--- config.mk ---
export PLATFORM = sky130hd
export DESIGN_NAME = regFile
export DESIGN_NICKNAME = d
export VERILOG_FILES = /design/src/common/rvPkg.sv /design/src/verilog/regFile.sv
export SDC_FILE = /design/constraint.sdc
export NUM_CORES = 2
export LEC_CHECK = 0
export ABC_CLOCK_PERIOD_IN_PS = 2700
export BUFFER_PORTS_ARGS = -buffer_cell sky130_fd_sc_hd__clkbuf_2
export CORE_UTILIZATION = 39
export DETAILED_ROUTE_END_ITERATION = 12
export PLACE_DENSITY_LB_ADDON = 0.12
export SETUP_SLACK_MARGIN = 0.3
export SYNTH_ARGS = -nofsm -noshare
export SYNTH_HDL_FRONTEND = slang
export SYNTH_SLANG_ARGS = --single-unit
--- constraint.sdc ---
create_clock -name clk -period 2.7 [get_ports clk]
set_input_delay 0.405 -clock clk [delete_from_list [all_inputs] [get_ports clk]]
set_output_delay 0.405 -clock clk [all_outputs]
set_load 0.01 [all_outputs]
--- src/common/rvPkg.sv ---
package rvPkg;

    typedef logic [31:0] instrWord;    // One raw instruction
    typedef logic [31:0] dataWord;     // Register value, address or PC
    typedef logic [4:0]  regAddr;      // Register index

    // Major opcode, instruction bits 6 to 2
    typedef enum logic [4:0] {
        LOAD   = 5'b00000,    // Loads
        STORE  = 5'b01000,    // Stores
        OP_IMM = 5'b00100,    // Register-immediate ALU ops
        OP     = 5'b01100,    // Register-register ALU ops
        LUI    = 5'b01101,    // Load upper immediate
        AUIPC  = 5'b00101,    // Upper immediate plus PC
        BRANCH = 5'b11000,    // Not executed here
        JAL    = 5'b11011,
        JALR   = 5'b11001,
        SYSTEM = 5'b11100
    } opCode;

    typedef enum logic [3:0] {
        ADD,
        SUB,
        SLT,     // Signed compare
        SLTU,    // Unsigned compare
        XOR,
        OR,
        AND,
        SLL,
        SRL,
        SRA      // Copies the sign bit in
    } aluCtrl;

    // Straight from funct3 bits 1 and 0
    typedef enum logic [1:0] {
        BITS8  = 2'b00,
        BITS16 = 2'b01,
        BITS32 = 2'b10,
        ERRVAL = 2'b11
    } lsWidth;

    typedef struct packed {
        opCode   op;
        aluCtrl  alu;
        regAddr  rs1;
        regAddr  rs2;
        regAddr  rd;
        dataWord imm;           // Already sign-extended
        logic    useImm;        // Immediate is operand b
        logic    regWrite;      // Never set for x0
        logic    isLoad;
        logic    isStore;
        logic    loadSigned;
        lsWidth  width;
        logic    illegal;
    } decodedInstr;

    typedef struct packed {
        regAddr  rd;
        dataWord data;
        logic    writeEn;
        logic    illegal;
    } retireInfo;

    localparam int      defaultQueueDepth = 4;
    localparam int      defaultRamWords   = 64;
    localparam dataWord defaultResetPc    = 32'h0000_0000;

endpackage

--- src/verilog/regFile.sv ---
`timescale 1ns/10ps

module regFile
(
    input  logic           clk,
    input  logic           arstN,
    input  rvPkg::regAddr  rs1,
    input  rvPkg::regAddr  rs2,
    input  rvPkg::regAddr  rd,
    input  logic           writeEn,
    input  rvPkg::dataWord writeData,
    output rvPkg::dataWord rs1Data,
    output rvPkg::dataWord rs2Data
);
    import rvPkg::*;

    dataWord regs [32];

    // Entry 0 is never written, so x0 reads back zero
    always_ff @(posedge clk or negedge arstN)
    begin
        if (!arstN)
        begin
            for (int i = 0; i < 32; i++)
                regs[i] <= '0;
        end
        else if (writeEn && (rd != '0))
        begin
            regs[rd] <= writeData;
        end
    end

    assign rs1Data = regs[rs1];
    assign rs2Data = regs[rs2];

endmodule

Word level (Yosys, flattened, before mapping)
Index checks and enable logic that the tools add are counted.
- magnitude comparators: 4
- multiplexer cells: 9
- bitwise gates (word level): 3
- reduce and logical (&&, ||, !) cells: 3
- operators by type and width (cell ; number):
    1024-bit bitwise mux ; 1
    32-bit binary-select mux with 5-bit select ; 2
    32-bit demux with 5-bit select ; 1
    32-bit two-way mux ; 5
    6-bit >= comparator, second input constant ; 3
    5-bit inverter with 6-bit output ; 3
    6-bit by 1-bit < comparator with 1-bit output, second input constant ; 1
    5-bit nonzero test ; 1
    1-bit logical AND ; 2
- register bits after elaboration: 1024
- logic and storage cells: 51

Longest topological paths before layout
- word-level depth: 6
- gate-level depth with buffers: 8
- depth with buffers taken out: 5

Worst setup path before layout
OpenSTA, ideal clock, no wires.
- kind: input to output
- start: in rs1[1]
- end: out rs1Data[11]
- data arrival time: 1.649 ns
- setup slack: 0.646 ns
- stages on the path: 8
- cells stage by stage: buf_2 -> buf_4 -> buf_2 -> buf_2 -> mux2i_1 -> nand2_1 -> a31oi_1 -> nand3_1
- word-level cells in the longest chain between the ends: 4
- ends and longest elaborated chain (what ; line ; RTL):
    start: declaration ; regFile.sv:7 ; input rvPkg::regAddr rs1,
    5-bit inverter with 6-bit output (implied by the code) ; regFile.sv:33 ; assign rs1Data = regs[rs1];
    32-bit binary-select mux with 5-bit select ; regFile.sv:33 ;
    32-bit two-way mux (implied by the code) (2 in a row) ; regFile.sv:33 ;
    end: declaration ; regFile.sv:12 ; output rvPkg::dataWord rs1Data,
Every way passes these cells. The select of a mux whose other input is x is not followed.

Final worst setup path
- start: reg regs[780] (netlist bit)
- end: out rs2Data[12]
- word-level cells in the longest chain between the ends: 3
- ends and longest elaborated chain (what ; line ; RTL):
    start: declaration ; regFile.sv:17 ; dataWord regs [32];
    start signal: indexed assignment ; regFile.sv:29 ; regs[rd] <= writeData;
    32-bit binary-select mux with 5-bit select ; regFile.sv:34 ; assign rs2Data = regs[rs2];
    32-bit two-way mux (implied by the code) (2 in a row) ; regFile.sv:34 ;
    end: declaration ; regFile.sv:13 ; output rvPkg::dataWord rs2Data
Every way passes these cells. The select of a mux whose other input is x is not followed.

==> impl_metrics.toml <==
[logic_synthesis]
syn_inst = 4601
synth_flop_cell = "dfrtp_1"
synth-edff-count = 0
synth_common_cells = "dfrtp_1 (1024), mux2i_1 (1024), mux2_2 (953), clkbuf_1 (224), nand2_1 (210)"
synth_top_area_cell = "dfrtp_1"
postSynthAreaPerCell_um2 = 12.2
ys_warn_count = 0
ys_seq_area_share_pct = 45.8
ys_seq_elements = 1024
syn_area_um2 = 55900
async_reset_ff_share_pct = 100
synth.distinct_cells = 28
synth.area.top_cells = "dfrtp_1 (46%), mux2_2 (19%), mux2i_1 (18%), a22oi_1 (2.6%), a22o_1 (2.0%)"
synth_nets = 4651
synth.top_cell.area_share_pct = 45.8

[clock_network]
root_buffer = "clkbuf_16"
numCtsBuffers = 117
clk_latency_ns = 0.73
cts_tree = "yes"
clock-sinks = 1024
clk_pin_slew_worst_paths_ns = 0.06
h-tree-depth = 3
cts_buffer_depth = 3

[grt]
grt_use_total_pct = 27.4
grt_pass1_wl_mm = 294
grt.overflow.total = 0
grt_antenna_before_repair = 21
grt_pass1_vias = 40500
grt_max_degree = 100

[layout]
largest_reg_flops = 1024
drive_gt1_share_pct = 37.8
final_cell_area_um2 = 67200
reg_top3 = "regs: 1024 flops"
nFillCells = 13000
area_growth_pct = 20.1
fin_cells = 6774
utilization_pct = 47.4
nets = 4838
regMostFlops = "regs"

[worst_setup_path]
rrSetupSlack_ns = 1.80
worstReg2RegStart = "regs[919]$_DFFE_PN0P_"
worst_r2r_endpoint = "regs[919]$_DFFE_PN0P_"
reg2reg_depth = 2
critPathMaxFanout = 3
critPathRequiredTime_ns = 2.30
startpoint_type = "flip-flop"
worst_ep_arrival_time_ns = 2.29
crit_path_end_kind = "output port"
critPathKind = "flip-flop to output port"

[hold_path]
hold_class = "primary input to asynchronous set/reset pin"

[timing]
fin_skew_ns = 0
report.final.slew_viol_count = 0
fmax_mhz = 371
timing.final.crit_share_pct = 99.9
setup_violations = 0
rsz0062_at_grt = "yes"
worstMarginPinSlew_ns = 0.908
relSlewSlack_pct = 39.4
hold_viol = 0
layout_min_cycle_time_ns = 2.70

[route]
wl_mm = 201
drtAntennaViolNets = 0
vias = 39700
drcViolationCount = 0
drt_pass1_iterations = 7
routedWlPerCell_um = 29.7
drtIter0Drc = 2666
routed_via_density = 5.86

[floorplanning]
core_area_um2 = 142000
die_y_um = 381
std_cell_rows = 138
die_area_um2 = 145000
die_w_um = 381
start_util_pct = 39.4
ios = 114

[pwr]
power_density_nw_per_um2 = 694
leakagePower_nw = 31.7
max-vdd-ir-drop_mv = 0.614
total_power_w = 0.0466

[placed_design]
gp_congestion = 0.806
io_buffers = 113
dp_hpwl_mm = 122
placement.cell_area_um2 = 60900
placed_cells = 6484

[run]
drv_cap = 0

[run_status]
status = "completed"
through the flow:
step           hold WS [ns]  setup TNS (ns)  setup WS, ns
2_1_floorplan         0.109               0         0.646
3_3_place_gp          0.369               0        0.0147
3_5_place_dp          0.376               0        0.0111
4_1_cts               0.195          -0.128       -0.0742
5_1_grt               0.229          -0.229       -0.0779
6_report              0.215               0       0.00228
layout by cell type, fill, tap and decap left out, types with 5 or more instances in the layout:
cell	synthesis	routed
dfrtp_1	1024	1024
mux2i_1	1024	1019
mux2_2	953	953
buf_4	64	246
nand2_1	210	193
a21oi_1	192	192
a22oi_1	192	191
nand3_1	194	155
a22o_1	128	128
clkbuf_16	0	124
buf_12	0	123
clkbuf_2	0	55
buf_6	48	53
mux2_1	39	39
nor3_2	0	34
clkbuf_8	0	31
a31oi_1	64	30
nor3_1	65	28
nand3_2	0	27
clkbuf_1	224	26
a31oi_2	0	22
clkinv_2	0	20
nor2_4	16	18
buf_16	0	18
buf_8	0	15
bufbuf_16	0	14
nand3_4	0	12
a31oi_4	0	12
nand2_4	0	11
buf_2	111	9
diode_2	0	7
bufinv_16	0	7
nand2_2	0	6
mux2i_2	0	5
critical path, stage by stage, from the launching register on:
cell	delay [ns]
dfrtp_1	0.39
mux2i_1	0.19
a22o_1	0.18
nor3_2	0.05
buf_4	0.16
a31oi_4	0.13
buf_6	0.14
nand3_4	0.07
buf_6	0.13
buf_6	0.11
metal layers:
metal	wire length, um	track usage [%]	up-vias	share of wire, %
met5	73	0	-	0.036
met4	5120	7.21	12	2.5
met3	9120	3.96	304	4.5
met2	95300	44.4	1002	47
met1	91900	38.3	21000	46
li1	-	-	17300	-
final cells by class:
class	instances	area, um2	area share [%]
diodes	7	17.5	0.0261
clock buffers	176	3510	5.23
clock inverters	32	360	0.536
multi-input cells	3104	28800	42.8
flip-flops and latches	1024	25600	38.1
well taps	1890	2360	3.52
repair buffers	541	6540	9.73
worst max path at each step:
stage          cells after the start             startpoint          end  slack (ns)
6_report                           9  regs[780]$_DFFE_PN0P_  rs2Data[12]       0.002
5_1_grt                            9  regs[780]$_DFFE_PN0P_  rs2Data[12]       -0.08
4_1_cts                            9  regs[780]$_DFFE_PN0P_  rs2Data[12]       -0.07
3_5_place_dp                       8                 rs1[1]   rs1Data[9]        0.01
3_3_place_gp                       8                 rs2[2]   rs2Data[3]        0.01
2_1_floorplan                      8                 rs1[1]  rs1Data[11]        0.65
where the power goes:
group          total (W)  leakage [nW]  switching, W  internal (W)
clock network     0.0163          1.92       0.00677       0.00955
registers         0.0205          13.1       0.00225        0.0183
logic            0.00978          16.7       0.00456       0.00522
cell families after synthesis:
| family | Yosys count | synth area share, % |
|---|---|---|
| flip-flops | 1024 | 45.8 |
| multiplexers | 2016 | 38.3 |
| AND/OR/NAND/NOR | 512 | 4.39 |
| buffers and inverters | 473 | 4.50 |
| AO/OA/AOI/OAI | 576 | 7.01 |
repair_timing:
action                                 CTS  global route
gates cloned                            14             4
setup endpoints to repair               64            64
resized for setup                      171           123
endpoints found under the hold margin   59             0
hold buffers                             1             0
setup buffers                           36            20
pin swaps                               69            78
No activity file was read; power rests on OpenSTA's default activity.
