==> config.mk <==
export PLATFORM = sky130hd
export DESIGN_NAME = instrDecoder
export DESIGN_NICKNAME = d
export VERILOG_FILES = /design/src/common/rvPkg.sv /design/src/verilog/instrDecoder.sv
export SDC_FILE = /design/constraint.sdc
export NUM_CORES = 1
export LEC_CHECK = 0
export BUFFER_PORTS_ARGS = -buffer_cell sky130_fd_sc_hd__buf_2
export CAP_MARGIN = 15
export CORE_MARGIN = 2
export CORE_UTILIZATION = 34
export DETAILED_ROUTE_END_ITERATION = 12
export GPL_TIMING_DRIVEN = 1
export PLACE_DENSITY = 0.94
export SETUP_SLACK_MARGIN = 0.5
export SLEW_MARGIN = 25
export SYNTH_ARGS = -nofsm -noshare
export SYNTH_HDL_FRONTEND = slang
export SYNTH_SLANG_ARGS = --single-unit
export TNS_END_PERCENT = 5
==> constraint.sdc <==
create_clock -name vclk -period 2.2
set_input_delay 0.22 -clock vclk [all_inputs]
set_output_delay 0.22 -clock vclk [all_outputs]
set_load 0.01 [all_outputs]
==> src/common/rvPkg.sv <==
package rvPkg;

    typedef logic [31:0] instrWord;    // One raw instruction
    typedef logic [31:0] dataWord;     // Register value, address or PC
    typedef logic [4:0]  regAddr;      // Register index

    // Major opcode, instruction bits 6 to 2
    typedef enum logic [4:0] {
        LOAD   = 5'b00000,    // Loads
        STORE  = 5'b01000,    // Stores
        OP_IMM = 5'b00100,    // Register-immediate ALU ops
        OP     = 5'b01100,    // Register-register ALU ops
        LUI    = 5'b01101,    // Load upper immediate
        AUIPC  = 5'b00101,    // Upper immediate plus PC
        BRANCH = 5'b11000,    // Not executed here
        JAL    = 5'b11011,
        JALR   = 5'b11001,
        SYSTEM = 5'b11100
    } opCode;

    typedef enum logic [3:0] {
        ADD,
        SUB,
        SLT,     // Signed compare
        SLTU,    // Unsigned compare
        XOR,
        OR,
        AND,
        SLL,
        SRL,
        SRA      // Copies the sign bit in
    } aluCtrl;

    // Straight from funct3 bits 1 and 0
    typedef enum logic [1:0] {
        BITS8  = 2'b00,
        BITS16 = 2'b01,
        BITS32 = 2'b10,
        ERRVAL = 2'b11
    } lsWidth;

    typedef struct packed {
        opCode   op;
        aluCtrl  alu;
        regAddr  rs1;
        regAddr  rs2;
        regAddr  rd;
        dataWord imm;           // Already sign-extended
        logic    useImm;        // Immediate is operand b
        logic    regWrite;      // Never set for x0
        logic    isLoad;
        logic    isStore;
        logic    loadSigned;
        lsWidth  width;
        logic    illegal;
    } decodedInstr;

    typedef struct packed {
        regAddr  rd;
        dataWord data;
        logic    writeEn;
        logic    illegal;
    } retireInfo;

    localparam int      defaultQueueDepth = 4;
    localparam int      defaultRamWords   = 64;
    localparam dataWord defaultResetPc    = 32'h0000_0000;

endpackage

==> src/verilog/instrDecoder.sv <==
`timescale 1ns/10ps

module instrDecoder
(
    input  rvPkg::instrWord    instr,
    output rvPkg::decodedInstr dec
);
    import rvPkg::*;

    // Standard RV32 field layout
    typedef struct packed {
        logic [6:0] funct7;
        regAddr     rs2;
        regAddr     rs1;
        logic [2:0] funct3;
        regAddr     rd;
        logic [4:0] opField;
        logic [1:0] lowBits;    // Always 11 for 32-bit encodings
    } instrFields;

    instrFields fields;
    aluCtrl     aluSel;
    logic       isRegOp;
    logic       writesRd;

    assign fields  = instrFields'(instr);
    assign isRegOp = (fields.opField == OP);

    // Bit 30 picks SUB only for OP, SRA for both
    always_comb
    begin
        case (fields.funct3)
            3'b000:  aluSel = (isRegOp && fields.funct7[5]) ? SUB : ADD;
            3'b001:  aluSel = SLL;
            3'b010:  aluSel = SLT;
            3'b011:  aluSel = SLTU;
            3'b100:  aluSel = XOR;
            3'b101:  aluSel = fields.funct7[5] ? SRA : SRL;
            3'b110:  aluSel = OR;
            default: aluSel = AND;
        endcase
    end

    always_comb
    begin
        dec            = '0;
        writesRd       = 1'b0;
        dec.op         = opCode'(fields.opField);
        dec.alu        = ADD;
        dec.rs1        = fields.rs1;
        dec.rs2        = fields.rs2;
        dec.rd         = fields.rd;
        dec.loadSigned = ~fields.funct3[2];    // LBU and LHU set bit 2
        dec.width      = lsWidth'(fields.funct3[1:0]);
        dec.useImm     = 1'b1;

        case (dec.op)
            LOAD:
            begin
                dec.imm     = {{20{fields.funct7[6]}}, fields.funct7, fields.rs2};
                dec.isLoad  = 1'b1;
                writesRd    = 1'b1;
                dec.illegal = (dec.width == ERRVAL) || (fields.funct3 == 3'b110);
            end
            STORE:
            begin
                dec.imm     = {{20{fields.funct7[6]}}, fields.funct7, fields.rd};
                dec.isStore = 1'b1;
                dec.illegal = (dec.width == ERRVAL) || fields.funct3[2];
            end
            OP_IMM:
            begin
                dec.imm  = {{20{fields.funct7[6]}}, fields.funct7, fields.rs2};
                dec.alu  = aluSel;
                writesRd = 1'b1;
            end
            OP:
            begin
                dec.useImm = 1'b0;
                dec.alu    = aluSel;
                writesRd   = 1'b1;
            end
            LUI, AUIPC:
            begin
                dec.imm  = {instr[31:12], 12'h000};
                writesRd = 1'b1;
            end
            default: dec.illegal = 1'b1;    // Branches, jumps, system, unknown
        endcase

        if (fields.lowBits != 2'b11)
            dec.illegal = 1'b1;

        dec.regWrite = writesRd && !dec.illegal && (fields.rd != '0);
    end

endmodule

**Word-level counts from Yosys, hierarchy flattened**

Index checks and enable logic that the tools add are counted.

- Logic and storage cells: 39
- Flip-flop bits (word level): 0

- Muxes and demuxes: 11
- Reductions and logical operators: 14
- Bitwise gates (word level): 1
- Equal/unequal tests: 13

Operators by type and width:

| cell | count |
|---|---|
| one-hot mux 32 bit (3 select lines) | 1 |
| one-hot mux 4 bit (7 select lines) | 1 |
| == test 5 x 4 -> 1 bit (second input constant) | 3 |
| == test 5 x 3 -> 1 bit (second input constant) | 2 |
| == test 3 bit (second input constant) | 3 |
| two-way mux 1 bit | 7 |
| == test 3 x 2 -> 1 bit (second input constant) | 2 |
| OR reduction 2 bit | 3 |
| logical NOT 5 bit | 1 |
| nonzero test 5 bit | 1 |
| OR reduction 5 bit | 1 |
| two-way mux 4 bit | 1 |
| OR reduction 4 bit | 1 |
| == test 3 x 1 -> 1 bit (second input constant) | 1 |
| logical AND 1 bit | 3 |
| logical NOT 3 bit | 1 |
| one-hot mux 1 bit (3 select lines) | 1 |
| == test 2 bit (second input constant) | 1 |
| logical OR 1 bit | 2 |
| inequality test 2 bit (second input constant) | 1 |
| logical NOT 1 bit | 1 |
| inverter 1 bit | 1 |

**Depth between registers and ports, before layout**

- Depth in word-level cells: 7
- Depth in mapped cells: 5
- Mapped depth without buffers: 3

**Worst setup path before layout**

Ideal clock, no wire load.

- Kind: input to output
- Start point: input port instr[3]
- End point: output port dec[6] in the netlist's numbering
- Buffers on the path: 0
- Data arrival time: 1.447 ns
- Stages: 3
- Slack: 0.533 ns
- Cell sequence: or4_1 > o311ai_1 > nor3_1

RTL lines:

| item | line | text |
|---|---|---|
| start: declaration | instrDecoder.sv:5 | `input rvPkg::instrWord instr,` |
| end: declaration | instrDecoder.sv:6 | `output rvPkg::decodedInstr dec` |

==> impl_metrics.json <==
{
  "status": "finished, final reports clean",
  "drt_iter0_drc": 8,
  "synth_area_leader_cell": "buf_4",
  "finalMaxSlewViolations": 0,
  "antennaDiodeCount": 0,
  "cp_data_required_time_ns": 1.98,
  "initial_core_util": 0.369,
  "remaining_drc_errors": 0,
  "static-leakage-power_nw": 0.746,
  "cts.hold.buffers_added": 0,
  "syn_nets": 155,
  "synth_mux_area_frac": 0.0173,
  "crit_type": "in2out",
  "netlist_instances": 123,
  "critical_path.max_fanout": 7,
  "synth-simple-area-share": 0.531,
  "hold_viol_final": 0,
  "worstHoldPathCells": 2,
  "period_needed_ns": 1.65,
  "relSlewSlack": 0.743,
  "num_io_pins": 96,
  "num-fill-cells": 202,
  "tightest_slew_ns": 0.380,
  "synth_warnings": 0,
  "arrival_ns": 1.43,
  "hold_slack_ns": 0.642,
  "globalRouteTotalUtil": 0.181,
  "synth_top_family_by_area": "simple AND/OR/NAND/NOR gates",
  "grt_pass1_vias": 764,
  "rsz0062_at_grt": "true",
  "setup_viol": 0,
  "fmax_mhz": 606,
  "rows": 15,
  "critPathLaunch": "instr[2]",
  "combPwrFrac": 1.000,
  "multi_input_area_um2": 482,
  "syn_to_final_growth_pct": 59.0,
  "clkbuf_count": 0,
  "grt_pass1_wl_mm": 3.16,
  "worstSetupStartpointType": "input pin",
  "antenna_found_initial": 0,
  "final_common_cell": "buf_2",
  "layout-drive-gt1-share": 0.538,
  "power.density_nw_per_um2": 160,
  "endpoint_kind": "primary output",
  "grt-ovfl-total": 0,
  "drt_first_pass_iters": 4,
  "ir_drop_v": 0.0000779,
  "seqCellArea_um2": 0,
  "num_vias": 1023,
  "ant_nets": 0,
  "switching_share": 0.552,
  "viasPerCell": 4.65,
  "hold_class": "in2out",
  "place.gp.congestion": 0.739,
  "dieWidth_um": 47.7,
  "hpwl_mm": 1.94,
  "p_int_mw": 0.0742,
  "seq_area_frac_synth": 0,
  "final_nets": 229,
  "p_seq_frac": 0,
  "drt-total-wl_mm": 2.27,
  "final.setup.tns_ns": 0,
  "p_clk_frac": 0,
  "min_from": "instr[15]",
  "synth_area_leaders": "buf_4, nand2_1, nor2_1, a22oi_1, and3_1",
  "grt_max_degree": 21,
  "yosys.area_share.adder": 0,
  "wl_per_cell_um": 10.3,
  "whs_endpoint": "dec[50]",
  "avgSynthCellArea_um2": 5.29,
  "die_height_um": 47.7,
  "most-common-layout-cells": "buf_2, nand2_1, nor2_1, and3_1, a22oi_1",
  "period_share": 0.750,
  "synth_xor_area_frac": 0.0135,
  "port-buffer-count": 96,
  "synth_compound_area_frac": 0.131,
  "nFlopsAndLatches": 0,
  "drv_cap": 0,
  "p_switching_mw": 0.0916,
  "netlist-cell-type-count": 22,
  "core_area_um2": 1760,
  "synth_top_area_frac": 0.254,
  "synth_area_um2": 651,
  "die_area_um2": 2280
}
-- worst max-delay path by stage --
stage	endpoint	slack, ns	cells past startpoint
floorplan	dec[6]	0.53	3
global placement	dec[55]	0.30	5
detailed placement	dec[55]	0.28	5
CTS	dec[6]	0.45	5
global route	dec[55]	0.49	5
finish	dec[55]	0.55	5
-- cell usage after synthesis, drive strengths merged --
library cell,instances
o21ai,2
nand3,2
a22oi,5
inv,3
o21a,1
and3,6
nor2,13
clkbuf,5
a21oi,3
mux2,1
or4,3
buf,23
nand2b,2
nor4bb,2
o311ai,1
nor3,2
nor2b,2
or3,1
a31oi,1
xnor2,1
nand2,44
-- cell families after synthesis --
| family | count (synthesis) |
|---|---|
| xor gates and xnor gates | 1 |
| AOI/OAI and AO/OA | 13 |
| and+or+nand+nor | 77 |
| buffers and inverters | 31 |
| muxes | 1 |
-- layer usage --
metal  vias up  part of all wire  track usage
li1        526                 -            -
met1       444              0.42        0.253
met2        53              0.50        0.331
met3         0             0.077            0
met4         0                 0            0
met5         -                 0            0
-- power by group through the flow --
stage | Sequential [mW] | Combinational, mW | Clock, mW
6_report | 0 | 0.166 | 0
5_1_grt | 0 | 0.185 | 0
4_1_cts | 0 | 0.166 | 0
3_5_place_dp | 0 | 0.164 | 0
3_3_place_gp | 0 | 0.161 | 0
2_1_floorplan | 0 | 0.0976 | 0
-- what timing repair did --
| action | in CTS | in global routing |
|---|---|---|
| setup endpoints to repair | 3 | 3 |
| pin swaps | 3 | 2 |
| resized for setup | 1 | 2 |
| buffers inserted | 1 | 0 |
-- stage by stage --
step / setup WS [ns] / total power, mW / area (um^2) / util / std cells
after floorplan: 0.533 / 0.0976 / 651 / - / 123
after global placement: 0.303 / 0.161 / 1010 / 0.573 / 219
after detailed placement: 0.283 / 0.164 / 1010 / 0.573 / 219
after CTS: 0.446 / 0.166 / 1020 / 0.580 / 220
after global routing: 0.486 / 0.185 / 1030 / 0.587 / 220
final: 0.550 / 0.166 / 1030 / 0.587 / 220
-- cell type report --
class | count | area share
Timing Repair Buffer | 100 | 0.493
Tap cell | 25 | 0.0302
Inverter | 3 | 0.0109
Multi-Input combinational cell | 92 | 0.466
-- critical path: stages --
cell and delay [ns]:
buf_2 0.14, or3_4 0.39, or4_1 0.40, a31oi_1 0.14, buf_2 0.15
(Power assumes the default switching activity.)
