==> src/common/rvPkg.sv <==
package rvPkg;

    typedef logic [31:0] instrWord;    // One raw instruction
    typedef logic [31:0] dataWord;     // Register value, address or PC
    typedef logic [4:0]  regAddr;      // Register index

    // Major opcode, instruction bits 6 to 2
    typedef enum logic [4:0] {
        LOAD   = 5'b00000,    // Loads
        STORE  = 5'b01000,    // Stores
        OP_IMM = 5'b00100,    // Register-immediate ALU ops
        OP     = 5'b01100,    // Register-register ALU ops
        LUI    = 5'b01101,    // Load upper immediate
        AUIPC  = 5'b00101,    // Upper immediate plus PC
        BRANCH = 5'b11000,    // Not executed here
        JAL    = 5'b11011,
        JALR   = 5'b11001,
        SYSTEM = 5'b11100
    } opCode;

    typedef enum logic [3:0] {
        ADD,
        SUB,
        SLT,     // Signed compare
        SLTU,    // Unsigned compare
        XOR,
        OR,
        AND,
        SLL,
        SRL,
        SRA      // Copies the sign bit in
    } aluCtrl;

    // Straight from funct3 bits 1 and 0
    typedef enum logic [1:0] {
        BITS8  = 2'b00,
        BITS16 = 2'b01,
        BITS32 = 2'b10,
        ERRVAL = 2'b11
    } lsWidth;

    typedef struct packed {
        opCode   op;
        aluCtrl  alu;
        regAddr  rs1;
        regAddr  rs2;
        regAddr  rd;
        dataWord imm;           // Already sign-extended
        logic    useImm;        // Immediate is operand b
        logic    regWrite;      // Never set for x0
        logic    isLoad;
        logic    isStore;
        logic    loadSigned;
        lsWidth  width;
        logic    illegal;
    } decodedInstr;

    typedef struct packed {
        regAddr  rd;
        dataWord data;
        logic    writeEn;
        logic    illegal;
    } retireInfo;

    localparam int      defaultQueueDepth = 4;
    localparam int      defaultRamWords   = 64;
    localparam dataWord defaultResetPc    = 32'h0000_0000;

endpackage

==> src/verilog/instrQueue.sv <==
`timescale 1ns/10ps

module instrQueue
#(
    parameter int Depth = rvPkg::defaultQueueDepth
)
(
    input  logic            clk,
    input  logic            arstN,
    input  logic            push,
    input  rvPkg::instrWord pushData,
    input  logic            pop,
    output rvPkg::instrWord headData,
    output logic            notEmpty,
    output logic            creditReturn
);
    import rvPkg::*;

    localparam int PtrBits = (Depth > 1) ? $clog2(Depth) : 1;

    instrWord           mem [Depth];
    logic [PtrBits-1:0] rdPtr;
    logic [PtrBits-1:0] wrPtr;
    logic [PtrBits:0]   count;    // Occupancy, up to Depth
    logic               popOk;

    function automatic logic [PtrBits-1:0] nextPtr(input logic [PtrBits-1:0] ptr);
        return (ptr == PtrBits'(Depth - 1)) ? '0 : ptr + 1'b1;
    endfunction

    assign notEmpty = (count != '0);
    assign popOk    = pop && notEmpty;
    assign headData = mem[rdPtr];

    always_ff @(posedge clk)
    begin
        if (push)
            mem[wrPtr] <= pushData;
    end

    always_ff @(posedge clk or negedge arstN)
    begin
        if (!arstN)
        begin
            rdPtr        <= '0;
            wrPtr        <= '0;
            count        <= '0;
            creditReturn <= 1'b0;
        end
        else
        begin
            if (push)
                wrPtr <= nextPtr(wrPtr);
            if (popOk)
                rdPtr <= nextPtr(rdPtr);
            case ({push, popOk})
                2'b10:   count <= count + 1'b1;
                2'b01:   count <= count - 1'b1;
                default: count <= count;
            endcase
            creditReturn <= popOk;    // One credit back per freed entry
        end
    end

endmodule

==> config.mk <==
export PLATFORM = sky130hd
export DESIGN_NAME = instrQueue
export DESIGN_NICKNAME = d
export VERILOG_FILES = /design/src/common/rvPkg.sv /design/src/verilog/instrQueue.sv
export SDC_FILE = /design/constraint.sdc
export NUM_CORES = 1
export LEC_CHECK = 0
export BUFFER_PORTS_ARGS = -buffer_cell sky130_fd_sc_hd__buf_2
export CAP_MARGIN = 10
export CORE_ASPECT_RATIO = 2
export CORE_MARGIN = 5
export CORE_UTILIZATION = 45
export DETAILED_ROUTE_END_ITERATION = 7
export PLACE_DENSITY_LB_ADDON = 0.25
export SYNTH_ARGS = -nofsm -noshare
export SYNTH_HDL_FRONTEND = slang
export SYNTH_SLANG_ARGS = --single-unit
==> constraint.sdc <==
create_clock -name clk -period 2.4 [get_ports clk]
set_input_delay 0.24 -clock clk [delete_from_list [all_inputs] [get_ports clk]]
set_output_delay 0.24 -clock clk [all_outputs]
set_load 0.03 [all_outputs]
Yosys cells after proc, flatten, opt, wreduce, memory -nomap -nowiden
Memories as Yosys holds them, arrays and structs flattened.
Index checks and enable logic that the tools add are counted.
Storage, ports and cells
  register bits: 8
  memory bits (writable): 128
  bits of input ports: 36
  output and inout port bits: 34
  logic and storage cells: 21
  memories kept: 1
Cells by class
  $add $sub $neg: 4
  eq/ne operators: 4
  mux-type cells: 5
  reductions and logical operators: 3
Memory list
  mem: words 4, bits a word 32, rd ports 1, clocked after memory_dff 0, wr ports 1, RTL line instrQueue.sv:21  | instrWord mem [Depth];
Operators with widths (count)
  equality test 2 bit, second input constant: 3
  one-hot mux 3 bit (2 select lines): 1
  adder 2 x 1 -> 2 bit, second input constant: 2
  two-way mux 2 bit: 2
  adder 3 x 1 -> 3 bit, second input constant: 1
  nonzero test 3 bit: 1
  subtractor 3 x 1 -> 3 bit, second input constant: 1
  equality test 2 x 1 -> 1 bit, second input constant: 1
  two-way mux 1 bit: 2
  nonzero test 2 bit: 1
  logical AND 1 bit: 1

Depth between registers and ports, before layout
  depth in word-level cells: 4
  mapped depth: 9
  mapped depth without buffers: 9

Worst setup path after synthesis
Ideal clock, no wire load.
  kind: reg-to-reg
  from: register count[0]
  to: register count[2]
  setup time: 0.125 ns
  arrival time: 1.730 ns
  data required time: 2.275 ns
  setup slack: 0.545 ns
  stages on the path, launching flop included: 10
  path buffers: 0
  period minus slack after synthesis: 1.855 ns
  cells stage by stage: dfrtp_1 -> or3_4 -> nand2_2 -> inv_1 -> ha_1 -> inv_1 -> fa_1 -> xor2_1 -> nor2_1 -> xor2_1
Between the ends
  cells in the longest elaborated chain, start to end: 4
  elaborated cells on any way between the ends: 8
  those cells by class: 2 x add/sub; 2 x eq/ne; 1 x mux; 3 x reduce/logical
RTL lines
  start, declared: RTL line instrQueue.sv:24  | logic [PtrBits:0] count;
  start signal, assigned: RTL line instrQueue.sv:57  | 2'b10: count <= count + 1'b1;
  start signal, assigned: RTL line instrQueue.sv:58  | 2'b01: count <= count - 1'b1;
  start signal, assigned: RTL line instrQueue.sv:59  | default: count <= count;
  nonzero test 3 bit *: RTL line instrQueue.sv:31  | assign notEmpty = (count != '0);
  via notEmpty: RTL line instrQueue.sv:14  | output logic notEmpty,
  logical AND 1 bit *: RTL line instrQueue.sv:32  | assign popOk = pop && notEmpty;
  via popOk: RTL line instrQueue.sv:25  | logic popOk;
  equality test 2 x 1 -> 1 bit / equality test 2 bit (equally long branches): RTL line instrQueue.sv:56  | case ({push, popOk})
  one-hot mux 3 bit (2 select lines) / nonzero test 2 bit (equally long branches)
The timed path passes the listed nets; every way through them passes the cells marked *.
A chain may end at the register's enable or synchronous reset.

Worst setup path in the final report
  from: register rdPtr[0]
  to: output port headData[28]
Between the ends
  cells in the longest elaborated chain, start to end: 1
RTL lines
  start, declared: RTL line instrQueue.sv:22  | logic [PtrBits-1:0] rdPtr;
  start signal, assigned: RTL line instrQueue.sv:55  | rdPtr <= nextPtr(rdPtr);
  memory (4 x 32 bit)
  end, declared: RTL line instrQueue.sv:13  | output rvPkg::instrWord headData,
No other way between the ends.

==> impl_metrics.prom <==
# TYPE chip_impl_metric gauge
chip_impl_metric{name="share_of_the_synthesized_area_in_compound_gates_ao_oa_aoi_oai",unit=""} 0.001955
chip_impl_metric{name="post-place-cells",unit=""} 419
chip_impl_metric{name="synth_nets",unit=""} 251
chip_impl_metric{name="floorplan.io_pins",unit=""} 70
chip_impl_metric{name="timing.reg2reg.worst_path_depth",unit=""} 9
chip_impl_metric{name="min_path_cells",unit=""} 1
chip_impl_metric{name="cts_repair_resized_insts",unit=""} 0
chip_impl_metric{name="timing.hold.ws",unit="ns"} 0.04544
chip_impl_metric{name="power-per-cell-area",unit="mW/mm2"} 1337
chip_impl_info{name="setup_repair_after_global_routing_missed_its_margin",value="no"} 1
chip_impl_info{name="timing.rr.end",value="count[2]$_DFFE_PN0P_"} 1
chip_impl_metric{name="synth_adder_area_share",unit=""} 0.01857
chip_impl_metric{name="route.vias.total",unit=""} 2317
chip_impl_metric{name="drt_pass1_iterations",unit=""} 4
chip_impl_info{name="worstHoldPathType",value="in -> reg"} 1
chip_impl_metric{name="gr-total-overflow",unit=""} 0
chip_impl_metric{name="longest_individual_stage_delay_on_the_worst_path",unit="ns"} 0.55
chip_impl_info{name="cell_types_occupying_the_most_area_after_synthesis",value="sky130_fd_sc_hd__edfxtp_1, sky130_fd_sc_hd__mux4_2, sky130_fd_sc_hd__dfrtp_1, sky130_fd_sc_hd__mux4_1, sky130_fd_sc_hd__ha_1"} 1
chip_impl_metric{name="tns",unit="ns"} 0
chip_impl_metric{name="synth_largest_type_area_fraction",unit=""} 0.7507
chip_impl_metric{name="cp.arrival",unit="ns"} 2.01
chip_impl_metric{name="first_global_vias",unit=""} 2635
chip_impl_metric{name="clkTransAtPathRegs",unit="ns"} 0.06
chip_impl_metric{name="cts_max_path_buffers",unit=""} 2
chip_impl_metric{name="clock_sinks",unit=""} 136
chip_impl_info{name="cts_tree",value="done"} 1
chip_impl_metric{name="drive_above_1_share",unit=""} 0.4645
chip_impl_metric{name="number_of_diodes",unit=""} 0
chip_impl_info{name="timing.critical_path.max_delay_family",value="flip-flops"} 1
chip_impl_metric{name="num_rows",unit=""} 55
chip_impl_metric{name="avgRoutedWirePerCell",unit="um"} 19.49
chip_impl_info{name="yosysTopAreaCell",value="sky130_fd_sc_hd__edfxtp_1"} 1
chip_impl_info{name="dominant_combinational_cell_family_by_area_after_synthesis",value="multiplexers"} 1
chip_impl_metric{name="finClkSkew",unit="ns"} 0.003156
chip_impl_metric{name="insertion_delay",unit="ns"} 0.41
chip_impl_metric{name="post_drt_via_cell_ratio",unit=""} 5.126
chip_impl_metric{name="post_cts_buffers",unit=""} 0
chip_impl_metric{name="initial_antenna_violation_count",unit=""} 0
chip_impl_metric{name="cp_max_fo",unit=""} 12
chip_impl_metric{name="cts_hold_repair.buffers",unit=""} 1
chip_impl_metric{name="fmaxAchievable",unit="GHz"} 0.4438
chip_impl_metric{name="regToRegSetupSlack",unit="ns"} 0.49
chip_impl_info{name="setup.worst_path.start_class",value="register"} 1
chip_impl_info{name="commonest_non_fill_non_tap_cell_in_the_layout",value="sky130_fd_sc_hd__edfxtp_1"} 1
chip_impl_metric{name="remaining_max_slew_budget_at_the_tightest_pin",unit=""} 0.6379
chip_impl_metric{name="place_ws",unit="ns"} 0.4786
chip_impl_metric{name="synthXorXnorAreaFrac",unit=""} 0.005132
chip_impl_metric{name="final-hold-violation-count",unit=""} 0
chip_impl_metric{name="tightest_slew",unit="ns"} 0.5432
chip_impl_metric{name="ys_seq_elements",unit=""} 136
chip_impl_info{name="kind_of_critical_path",value="reg -> out"} 1
chip_impl_metric{name="drt_iter0_markers",unit=""} 111
chip_impl_info{name="timing.hold.worst.start",value="pushData[6]"} 1
chip_impl_metric{name="synthesis.instances",unit=""} 208
chip_impl_metric{name="post-route-worst-setup-slack",unit="ns"} 0.1469
chip_impl_metric{name="worstSetupPathDepth",unit=""} 3
chip_impl_metric{name="finalNetCount",unit=""} 340
chip_impl_metric{name="antenna_left",unit=""} 0
chip_impl_metric{name="portBuffers",unit=""} 69
chip_impl_info{name="cts_root_buf",value="sky130_fd_sc_hd__clkbuf_16"} 1
chip_impl_metric{name="fin_cells",unit=""} 452
chip_impl_metric{name="detailed_place_hpwl",unit="mm"} 5.736
chip_impl_metric{name="fp.dieArea",unit="mm2"} 0.01374
chip_impl_metric{name="grt_start_max_net_pins",unit=""} 25
chip_impl_info{name="timing.rr.start",value="count[0]$_DFFE_PN0P_"} 1
chip_impl_info{name="layout.cells.most_common_list",value="sky130_fd_sc_hd__edfxtp_1, sky130_fd_sc_hd__buf_2, sky130_fd_sc_hd__mux4_2, sky130_fd_sc_hd__clkbuf_16, sky130_fd_sc_hd__inv_1"} 1
chip_impl_metric{name="crit_path_required_time",unit="ns"} 2.16
chip_impl_metric{name="gpl.final_weighted_congestion",unit=""} 0.7253
chip_impl_metric{name="fin_crit_sh",unit=""} 0.9388
chip_impl_metric{name="finalWirelength",unit="mm"} 8.810
chip_impl_metric{name="worst-path-buf-inv",unit=""} 2
chip_impl_metric{name="htree_levels",unit=""} 4
chip_impl_metric{name="syn_to_final_growth",unit="%"} 23.09
chip_impl_metric{name="cell_area_after_synthesis",unit="mm2"} 0.005120
chip_impl_metric{name="maxCapViolCount",unit=""} 0
chip_impl_metric{name="track_usage",unit=""} 0.1412
chip_impl_metric{name="die_y",unit="um"} 160.9
chip_impl_metric{name="setup-violations-final",unit=""} 0
chip_impl_metric{name="min_period",unit="ns"} 2.253
chip_impl_info{name="cp_slowest_cell",value="sky130_fd_sc_hd__dfrtp_2"} 1
chip_impl_metric{name="slew_viol_final",unit=""} 0
chip_impl_metric{name="post_synth_and_or_nand_nor_area_fraction",unit=""} 0.01173
chip_impl_info{name="worstSetupEndpointType",value="output port"} 1
chip_impl_metric{name="cts_inserted_buffers",unit=""} 17
chip_impl_metric{name="synth_sequential_area_ratio",unit=""} 0.7898
chip_impl_metric{name="synth-warning-count",unit=""} 0
chip_impl_metric{name="die_width",unit="um"} 85.43
chip_impl_info{name="cp_cell_sequence",value="buf_4, mux4_2, buf_2"} 1
chip_impl_metric{name="post_synth_num_cell_types",unit=""} 22
chip_impl_metric{name="leakagePower",unit="nW"} 2.259
chip_impl_metric{name="global_route_wire_length_before_repair",unit="mm"} 14.03
chip_impl_metric{name="synth.mux.area_fraction",unit=""} 0.1500
chip_impl_info{name="holdPathEnd",value="mem[0][6]$_DFFE_PP_"} 1
chip_impl_metric{name="initial_utilization",unit=""} 0.4564
chip_impl_metric{name="postSynthAreaPerCell",unit="um2"} 24.61
chip_impl_metric{name="remaining_drc_errors",unit=""} 0
chip_impl_metric{name="ir_drop",unit="uV"} 820.0
chip_impl_metric{name="core_area",unit="mm2"} 0.01122
chip_impl_info{name="status",value="finished, final reports clean"} 1
-- metrics by stage --
step / cell area [um2] / utilization / power (mW)
2_1_floorplan: 5120 / - / 5.227
3_3_place_gp: 5683 / 0.5066 / 5.887
3_5_place_dp: 5683 / 0.5066 / 5.936
4_1_cts: 6302 / 0.5619 / 8.552
5_1_grt: 6302 / 0.5619 / 8.828
6_report: 6302 / 0.5619 / 8.425
-- logic make-up (layout without fill, tap and decap cells) --
| kind of cell | count (synthesis) | in the layout |
|---|---|---|
| DFF | 136 | 136 |
| adders and majority gates | 7 | 7 |
| muxes | 35 | 35 |
| AOI/OAI and AO/OA | 2 | 2 |
| buffers and inverters | 15 | 117 |
| and+or+nand+nor | 10 | 10 |
| xor gates and xnor gates | 3 | 3 |
-- power by group --
part	total (mW)	internal (mW)	switching (mW)	leakage, nW
sequential	3.27	3.06	0.218	1.27
combinational	2.54	1.03	1.51	0.696
clock	2.61	1.72	0.894	0.295
-- worst max path at each step --
stage                               startpoint                   end
final                     rdPtr[0]$_DFFE_PN0P_          headData[28]
after detailed placement  count[0]$_DFFE_PN0P_  count[2]$_DFFE_PN0P_
after floorplan           count[0]$_DFFE_PN0P_  count[2]$_DFFE_PN0P_
after CTS                 rdPtr[0]$_DFFE_PN0P_          headData[18]
after global routing      rdPtr[0]$_DFFE_PN0P_          headData[23]
after global placement    count[0]$_DFFE_PN0P_  count[2]$_DFFE_PN0P_
-- sequential cells by signal (all words and copies together) (netlist names) --
| name | flops |
|---|---|
| creditReturn | 1 |
| rdPtr | 2 |
| wrPtr | 2 |
| count | 3 |
| mem | 128 |
-- final cells by class --
| type | count | area [um2] |
|---|---|---|
| sequential | 136 | 4046 |
| tap | 142 | 177.7 |
| multi-input combinational | 57 | 964.7 |
| clock inverter | 15 | 183.9 |
| inverter | 7 | 26.28 |
| fill | 859 | 4915 |
| timing repair buffer | 78 | 478.0 |
| clock buffer | 17 | 425.4 |
-- metal layers --
metal | wire length [um] | vias to the layer above | global-route usage | share of wire
met4 | 178 | 0 | 0.06268 | 0.020
met1 | 3285 | 1210 | 0.1556 | 0.37
li1 | - | 1046 | - | -
met2 | 4909 | 49 | 0.2419 | 0.56
met5 | 0 | - | 0 | 0
met3 | 437 | 12 | 0.04979 | 0.050
-- cell usage after synthesis, drive strengths merged --
master / n
and2: 4
dfrtp: 8
nor2: 2
buf: 7
mux2i: 1
edfxtp: 128
xnor2: 1
or3: 2
clkbuf: 1
fa: 1
nand2: 2
inv: 7
xor2: 2
ha: 6
o21ai: 2
mux4: 32
mux2: 2
No activity file was read; power rests on OpenSTA's default activity.
