--- src/common/rvPkg.sv ---
package rvPkg;

    typedef logic [31:0] instrWord;    // One raw instruction
    typedef logic [31:0] dataWord;     // Register value, address or PC
    typedef logic [4:0]  regAddr;      // Register index

    // Major opcode, instruction bits 6 to 2
    typedef enum logic [4:0] {
        LOAD   = 5'b00000,    // Loads
        STORE  = 5'b01000,    // Stores
        OP_IMM = 5'b00100,    // Register-immediate ALU ops
        OP     = 5'b01100,    // Register-register ALU ops
        LUI    = 5'b01101,    // Load upper immediate
        AUIPC  = 5'b00101,    // Upper immediate plus PC
        BRANCH = 5'b11000,    // Not executed here
        JAL    = 5'b11011,
        JALR   = 5'b11001,
        SYSTEM = 5'b11100
    } opCode;

    typedef enum logic [3:0] {
        ADD,
        SUB,
        SLT,     // Signed compare
        SLTU,    // Unsigned compare
        XOR,
        OR,
        AND,
        SLL,
        SRL,
        SRA      // Copies the sign bit in
    } aluCtrl;

    // Straight from funct3 bits 1 and 0
    typedef enum logic [1:0] {
        BITS8  = 2'b00,
        BITS16 = 2'b01,
        BITS32 = 2'b10,
        ERRVAL = 2'b11
    } lsWidth;

    typedef struct packed {
        opCode   op;
        aluCtrl  alu;
        regAddr  rs1;
        regAddr  rs2;
        regAddr  rd;
        dataWord imm;           // Already sign-extended
        logic    useImm;        // Immediate is operand b
        logic    regWrite;      // Never set for x0
        logic    isLoad;
        logic    isStore;
        logic    loadSigned;
        lsWidth  width;
        logic    illegal;
    } decodedInstr;

    typedef struct packed {
        regAddr  rd;
        dataWord data;
        logic    writeEn;
        logic    illegal;
    } retireInfo;

    localparam int      defaultQueueDepth = 4;
    localparam int      defaultRamWords   = 64;
    localparam dataWord defaultResetPc    = 32'h0000_0000;

endpackage

--- src/execute/aluUnit.sv ---
`timescale 1ns/10ps

module aluUnit
(
    input  rvPkg::aluCtrl  ctrl,
    input  rvPkg::dataWord a,
    input  rvPkg::dataWord b,
    output rvPkg::dataWord result
);
    import rvPkg::*;

    logic [4:0] shamt;

    assign shamt = b[4:0];    // Upper bits ignored

    always_comb
    begin
        case (ctrl)
            ADD:     result = a + b;
            SUB:     result = a - b;
            SLT:     result = dataWord'($signed(a) < $signed(b));
            SLTU:    result = dataWord'(a < b);
            XOR:     result = a ^ b;
            OR:      result = a | b;
            AND:     result = a & b;
            SLL:     result = a << shamt;
            SRL:     result = a >> shamt;
            SRA:     result = dataWord'($signed(a) >>> shamt);
            default: result = a + b;
        endcase
    end

endmodule

--- config.mk ---
export PLATFORM = sky130hd
export DESIGN_NAME = aluUnit
export DESIGN_NICKNAME = d
export VERILOG_FILES = /design/src/common/rvPkg.sv /design/src/execute/aluUnit.sv
export SDC_FILE = /design/constraint.sdc
export NUM_CORES = 1
export LEC_CHECK = 0
export ABC_AREA = 1
export BUFFER_PORTS_ARGS = -buffer_cell sky130_fd_sc_hd__buf_2
export CAP_MARGIN = 20
export CORE_AREA = 2 2 159 161
export DETAILED_ROUTE_END_ITERATION = 12
export DIE_AREA = 0 0 161 163
export SLEW_MARGIN = 20
export SYNTH_ARGS = -nofsm -noshare
export SYNTH_HDL_FRONTEND = slang
export SYNTH_SLANG_ARGS = --single-unit
--- constraint.sdc ---
create_clock -name vclk -period 4.8
set_input_delay 0.96 -clock vclk [all_inputs]
set_output_delay 0.96 -clock vclk [all_outputs]
set_load 0.02 [all_outputs]
---- After elaboration in Yosys (flattened, before gate mapping) ----
Index checks and enable logic that the tools add are counted.
word-level totals
  register bits ........................... 0
  output and inout bits ................... 32
operators by class
  add/subtract/negate cells ............... 2
  order comparisons ....................... 2
  equality and inequality tests ........... 9
  shift-type cells ........................ 3
  mux-type cells .......................... 1
  bitwise gates (word level) .............. 3
operators with widths
  operator                                        count
  case mux 32 bit (9 select lines)                1
  less-than comparator 32 bit                     2
  adder 32 bit                                    1
  AND 32 bit                                      1
  OR 32 bit                                       1
  << shifter 32 x 5 -> 32 bit                     1
  right shift 32 x 5 -> 32 bit                    1
  >>> shifter 32 x 5 -> 32 bit                    1
  subtractor 32 bit                               1
  XOR 32 bit                                      1
  == test 4 x 3 -> 1 bit (second input constant)  4
  == test 4 x 2 -> 1 bit (second input constant)  2
  == test 4 bit (second input constant)           2
  == test 4 x 1 -> 1 bit (second input constant)  1

---- Longest topological paths before layout ----
Gate-level depths: netlist (run 1).
  word-level depth ........................ 2
  depth in mapped cells ................... 18

---- Least setup slack after synthesis (run 1) ----
No wires, ideal clock.
  kind .................................... input to output
  from .................................... input port b[3]
  to ...................................... output port result[30]
  arrival time ............................ 3.121 ns
  required time ........................... 3.840 ns
  slack ................................... 0.719 ns
  stages .................................. 18
  path buffers ............................ 4
  cell sequence ........................... buf_2 -> inv_2 -> buf_2 -> buf_1 -> ha_1 -> buf_2 -> a21oi_1 -> o21ai_2 -> nand2_1 -> nand2_1 -> nand2_1 -> nand2_1 -> nand2_1 -> nand2_1 -> nand2_1 -> nand2_1 -> nand2_1 -> nand3_1
between the ends
  word-level cells in the longest chain between the ends .. 2
ends and longest elaborated chain
  item                                  RTL line                      text
  from (decl)                           aluUnit.sv:7                  input rvPkg::dataWord b,
  adder 32 bit (tied with other cells)  aluUnit.sv:19, aluUnit.sv:29
  case mux 32 bit (9 select lines) *    aluUnit.sv:18                 case (ctrl)
  to (decl)                             aluUnit.sv:8                  output rvPkg::dataWord result
Every way passes the cells marked *; elsewhere a longest branch is shown, timed or not.

---- Worst setup path in the final report (run 1) ----
  from .................................... input port a[7]
  to ...................................... output port result[26]
between the ends
  word-level cells in the longest chain between the ends .. 2
ends and longest elaborated chain
  item                                  RTL line                      text
  from (decl)                           aluUnit.sv:6                  input rvPkg::dataWord a,
  adder 32 bit (tied with other cells)  aluUnit.sv:19, aluUnit.sv:29
  case mux 32 bit (9 select lines) *    aluUnit.sv:18
Marked as above.

==> results.json, run 1 <==
{
  "status": "finished clean",
  "hpwl_um": 45400,
  "p_seq_frac": 0,
  "finalHoldViolCount": 0,
  "crit_buf_inv": 4,
  "fmax_ghz": 0.224,
  "final_layout_size_suffix_gt1_frac": 0.0872,
  "setup.worst_path.start": "a[7]",
  "vias": 13854,
  "final_nets": 2198,
  "place.gp.congestion": 1.03,
  "power_frac_comb": 1.000,
  "crit_end": "result[26]",
  "rows": 58,
  "overflow": 0,
  "drv_slew": 0,
  "fin_crit_sh": 0.930,
  "period_needed_ns": 4.46,
  "grt_usage": 0.400,
  "syn_inst": 1975,
  "setup_tns_ns": 0,
  "post-cts-setup-buffers": 0,
  "swShare": 0.714,
  "arrival_ns": 3.50,
  "worstPathCellList": "buf_2 > inv_1 > ha_1 > a21oi_1 > o21ai_0 > inv_1 > nand3_1 > nand2_1 > nand3_1 > nand2_1 > nand2_1 > nand2_1 > nand3_1 > buf_2",
  "n_clock_buffer": 0,
  "worst-path-max-fanout": 8,
  "yosys_warnings": 0,
  "critPathSlowestCell": "o21ai_0",
  "hp-class": "in -> out",
  "syn_area_um2": 9680,
  "switching_power_mw": 0.962,
  "multi_input_area_um2": 8310,
  "intPower_mw": 0.385,
  "max_stage_delay_ns": 0.52,
  "io-pin-count": 100,
  "endpoint_kind": "primary output",
  "areaGrowthSynthToFinish_pct": 8.75,
  "initial_core_util": 0.392,
  "ant_nets": 0,
  "cp.required_ns": 3.84,
  "startpoint_type": "primary input",
  "path_depth": 14,
  "vias_per_cell": 5.87,
  "ys_seq_area_frac": 0,
  "ys_types": 45,
  "setup_viol": 0,
  "grt_setup_unrepaired": "no",
  "grt_first_pass_wirelength_um": 79100,
  "routedWlPerCell_um": 23.0,
  "cp_common_cell": "nand2_1",
  "fp.dieH_um": 163,
  "dieArea_um2": 26200,
  "path_delay_family": "simple AND/OR/NAND/NOR gates",
  "crit_type": "in -> out",
  "drc": 0,
  "grt_pass1_vias": 12313,
  "whs_ns": 2.44,
  "tightestPinTransition_ns": 0.743,
  "slew_headroom": 0.505,
  "drt_wl_total_um": 54200,
  "cap_violations": 0,
  "flops_and_latches": 0,
  "grt_max_degree": 67,
  "diodes": 0,
  "fp.dieW_um": 161,
  "io_buffers": 100,
  "first_iter_violations": 2053,
  "vdd_ir_drop_max_uv": 78.5,
  "antenna_found_initial": 1,
  "power_leakage_nw": 5.88,
  "dr.pass1.iters": 8,
  "n_fill_cell": 2986,
  "clockPowerShare": 0,
  "seqCellArea_um2": 0,
  "syn_avg_cell_area_um2": 4.90,
  "power_density_nw_per_um2": 128,
  "synth_nets": 2142,
  "core-area_um2": 24700
}
## cells in the mapped netlist
master | count | area share
a211oi_1 | 5 | 0.0039
a21boi_0 | 1 | 0.00078
a21boi_1 | 1 | 0.00078
a21o_1 | 2 | 0.0016
a21oi_1 | 98 | 0.051
a221oi_1 | 2 | 0.0018
a31oi_1 | 8 | 0.0052
and2_1 | 13 | 0.0084
and3_1 | 2 | 0.0013
buf_1 | 15 | 0.0058
buf_2 | 57 | 0.029
buf_4 | 6 | 0.0047
buf_6 | 3 | 0.0035
clkbuf_1 | 9 | 0.0035
clkinv_1 | 1 | 0.00039
fa_1 | 2 | 0.0041
ha_1 | 97 | 0.13
inv_1 | 232 | 0.090
inv_2 | 13 | 0.0050
mux2i_1 | 1 | 0.0010
nand2_1 | 644 | 0.25
nand2_2 | 2 | 0.0013
nand3_1 | 391 | 0.20
nand3_2 | 1 | 0.0010
nand3b_1 | 4 | 0.0031
nand4_1 | 36 | 0.023
nor2_1 | 147 | 0.057
nor2_2 | 6 | 0.0039
nor2_4 | 2 | 0.0023
nor2_8 | 1 | 0.0021
nor3_1 | 20 | 0.010
nor3b_1 | 1 | 0.00078
nor4_1 | 3 | 0.0019
o2111ai_1 | 3 | 0.0027
o211ai_1 | 14 | 0.011
o211ai_2 | 1 | 0.0013
o21a_1 | 9 | 0.0070
o21ai_0 | 78 | 0.040
o21ai_1 | 5 | 0.0026
o21ai_2 | 1 | 0.00090
o21bai_1 | 7 | 0.0054
o221ai_1 | 4 | 0.0036
o22ai_1 | 17 | 0.011
or2_2 | 3 | 0.0019
xor2_1 | 7 | 0.0063
## final cells by class
class	count	share of cell area
well taps	330	0.0392
multi-input cells	1639	0.789
repair buffers	144	0.0837
inverters	246	0.0877
## tightest hold or removal path, delay by kind of cell
| family | cells | cell delay (ns) |
|---|---|---|
| buf+inv | 2 | 0.30 |
| simple gates | 3 | 0.22 |
## layout by cell type (no fill, tap or decap), types with 3 or more instances in the layout
cell type,n
nand2_1,644
o2111ai_1,3
ha_1,97
a21oi_1,98
a31oi_1,8
nor2_1,146
a211oi_1,5
nand3_1,391
nor4_1,3
o211ai_1,14
inv_1,231
and2_1,13
buf_4,40
o21ai_0,78
o221ai_1,4
inv_2,14
o21ai_1,5
nand3b_1,4
nand4_1,36
buf_2,100
nor2_2,7
nor3_1,20
o21bai_1,7
o22ai_1,17
or2_2,3
buf_12,4
o21a_1,9
xor2_1,7
## metrics by stage
step	instance area, um2	instances	worst slack (ns)	utilization	power [mW]
global route	10500	2359	0.214	0.427	1.45
finish	10500	2359	0.338	0.427	1.35
CTS	10500	2359	0.266	0.426	1.31
floorplan	9680	1975	0.719	-	0.839
global placement	10500	2359	0.205	0.426	1.31
detailed placement	10500	2359	0.288	0.426	1.30
## per-layer routing
metal / vias up / GRT usage / routed length [um]
li1: 6613 / - / -
met1: 6274 / 0.553 / 23500
met2: 850 / 0.642 / 23500
met3: 115 / 0.0397 / 4730
met4: 2 / 0.147 / 2430
met5: - / 0 / 9
## power by group through the flow
stage / sequential (mW) / clock, mW / combinational (mW)
global route: 0 / 0 / 1.45
global placement: 0 / 0 / 1.31
finish: 0 / 0 / 1.35
detailed placement: 0 / 0 / 1.30
floorplan: 0 / 0 / 0.839
CTS: 0 / 0 / 1.31
## cells by family after synthesis
family | share of synthesized area
AO/OA/AOI/OAI | 0.150
XOR/XNOR | 0.00633
adder cells (fa/ha/maj) | 0.130
buffers and inverters | 0.142
multiplexers | 0.00103
AND/OR/NAND/NOR | 0.571
## what timing repair did
item / CTS / global route
hold buffers: 0 / 0
setup endpoints to repair: 0 / 1
resized for setup: 0 / 1
## worst min-delay path by stage
stage,start,cells after the start,end
finish,ctrl[0],5,result[0]
global route,ctrl[0],5,result[0]
CTS,ctrl[0],5,result[0]
detailed placement,ctrl[0],5,result[0]
global placement,ctrl[0],5,result[0]
floorplan,ctrl[0],3,result[0]
No activity file was read; power rests on OpenSTA's default activity.
==> run 2, diff against run 1 <==
Settings changed: ABC_AREA 1 to unset, CORE_AREA 2 2 159 161 to 2 2 153 155, DIE_AREA 0 0 161 163 to 0 0 155 157.
==> results.json, run 2 <==
{
  "vias": 12001,
  "power_density_nw_per_um2": 131,
  "io_buffers": 100,
  "grt_max_degree": 73,
  "worstPathCellList": "buf_2 > inv_1 > ha_1 > or3_4 > or3_1 > or3_4 > a211o_1 > a2111oi_4 > buf_4 > o2bb2ai_4 > o31ai_4 > buf_6",
  "vias_per_cell": 6.55,
  "antenna_found_initial": 0,
  "drt_wl_total_um": 44000,
  "drv_slew": 0,
  "tightestPinTransition_ns": 0.910,
  "grt_pass1_vias": 11250,
  "cap_violations": 0,
  "hold_path_startpoint": "a[8]",
  "synth_nets": 1491,
  "flops_and_latches": 0,
  "dieArea_um2": 24300,
  "ys_types": 77,
  "drc": 0,
  "syn_avg_cell_area_um2": 6.77,
  "areaGrowthSynthToFinish_pct": 31.4,
  "hp-class": "in -> out",
  "grt_setup_unrepaired": "yes",
  "holdPathStages": 5,
  "arrival_ns": 3.79,
  "syn_inst": 1324,
  "ant_nets": 0,
  "grt_usage": 0.351,
  "slew_headroom": 0.386,
  "routedWlPerCell_um": 24.0,
  "n_clock_buffer": 0,
  "status": "finished clean",
  "max_stage_delay_ns": 0.43,
  "cp.required_ns": 3.84,
  "fin_crit_sh": 0.990,
  "finalHoldViolCount": 0,
  "period_needed_ns": 4.75,
  "yosys_warnings": 0,
  "path_delay_family": "simple AND/OR/NAND/NOR gates",
  "setup_viol": 0,
  "syn_area_um2": 8970,
  "overflow": 0,
  "synth_top_cell_area_share": 0.135,
  "fp.dieW_um": 155,
  "yosysTopAreaCell": "ha_1",
  "synth_commonest_cells": "nand2_1 (139), nor2_1 (128), a21oi_1 (121)",
  "hold_end": "result[8]",
  "endpoint_kind": "primary output",
  "cp_common_cell": "or3_4",
  "final_nets": 1716,
  "hpwl_um": 34500,
  "critPathSlowestCell": "or3_4",
  "final_cell_mix": "buf_4 (225), nand2_1 (139), nor2_1 (125)",
  "initial_core_util": 0.399,
  "ys_seq_area_frac": 0,
  "core-area_um2": 22500,
  "seqCellArea_um2": 0,
  "fp.dieH_um": 157,
  "p_total_mw": 1.55,
  "diodes": 0,
  "place.gp.congestion": 1.08,
  "worst-path-max-fanout": 4,
  "rows": 55,
  "postCtsHoldBufs": 0,
  "final_common_cell": "buf_4",
  "fmax_ghz": 0.210,
  "first_iter_violations": 1472,
  "io-pin-count": 100,
  "vdd_ir_drop_max_uv": 77.1,
  "grt_first_pass_wirelength_um": 66900,
  "startpoint_type": "primary input",
  "crit_buf_inv": 4,
  "yosysMostFrequentCell": "nand2_1",
  "final_util": 0.524,
  "crit_type": "in -> out",
  "final_layout_size_suffix_gt1_frac": 0.319,
  "power_leakage_nw": 5.14,
  "yosys-top-cells-area": "ha_1 (14%), mux4_2 (11%), a21oi_1 (6.8%)",
  "dr.pass1.iters": 6
}
==> run 2: cell count changes after synthesis, moves of 23 or more <==
cell	before	now
nand2_1	644	139
inv_1	232	90
a21oi_1	98	121
mux2i_1	1	31
buf_2	57	21
mux4_2	0	43
clkbuf_1	9	61
nand3_1	391	16
==> run 2: worst max-delay path by stage <==
stage / startpoint / to / depth (start not counted)
global placement: a[0] / result[30] / 17
CTS: a[0] / result[30] / 17
global route: a[9] / result[22] / 15
floorplan: b[3] / result[30] / 15
detailed placement: a[0] / result[30] / 17
finish: a[17] / result[30] / 12
==> run 2: power breakdown <==
| group | switching (mW) | internal, mW | leakage (nW) |
|---|---|---|---|
| Combinational | 0.905 | 0.642 | 5.14 |
| Clock | 0 | 0 | 0 |
| Sequential | 0 | 0 | 0 |
==> run 2: logic make-up (layout without fill, tap and decap cells) <==
logic type / count (synthesis) / in the layout / synth area share
mux: 91 / 91 / 0.164
buf+inv: 203 / 426 / 0.0925
compound gates: 501 / 501 / 0.378
simple gates: 428 / 428 / 0.223
fa+ha+maj: 99 / 99 / 0.140
xor+xnor: 2 / 2 / 0.00195
==> run 2: cell type report <==
class              count  area, um2
repair buffers       332       2380
fillers             2250      10700
inverters             94        354
well taps            285        357
multi-input cells   1121       8700
==> run 2: routing by layer <==
layer / vias up / wire length (um) / part of all wire / global-route usage
met1: 5652 / 17800 / 0.41 / 0.470
met3: 163 / 3680 / 0.084 / 0.0220
li1: 5451 / - / - / -
met4: 0 / 3190 / 0.073 / 0.191
met5: - / 0 / 0 / 0
met2: 735 / 19300 / 0.44 / 0.566
==> run 2: per-stage QoR <==
stage	worst slack (ns)	hold WS, ns	std cells	setup TNS [ns]	cell area [um2]
3_5_place_dp	-0.302	2.57	1823	-1.65	11200
4_1_cts	-0.0300	2.59	1826	-0.0300	11400
3_3_place_gp	-0.222	2.56	1823	-1.25	11200
6_report	0.0460	2.58	1832	0	11800
2_1_floorplan	-0.138	2.24	1324	-0.138	9080
5_1_grt	-0.0115	2.63	1832	-0.0405	11800
==> run 2: timing repair <==
action | 4_1_cts | 5_1_grt
hold endpoints to repair | 0 | 0
endpoints found under the setup margin | 14 | 23
buffers inserted | 2 | 5
gates resized for setup | 30 | 79
pin swaps | 3 | 17
gates cloned | 1 | 1
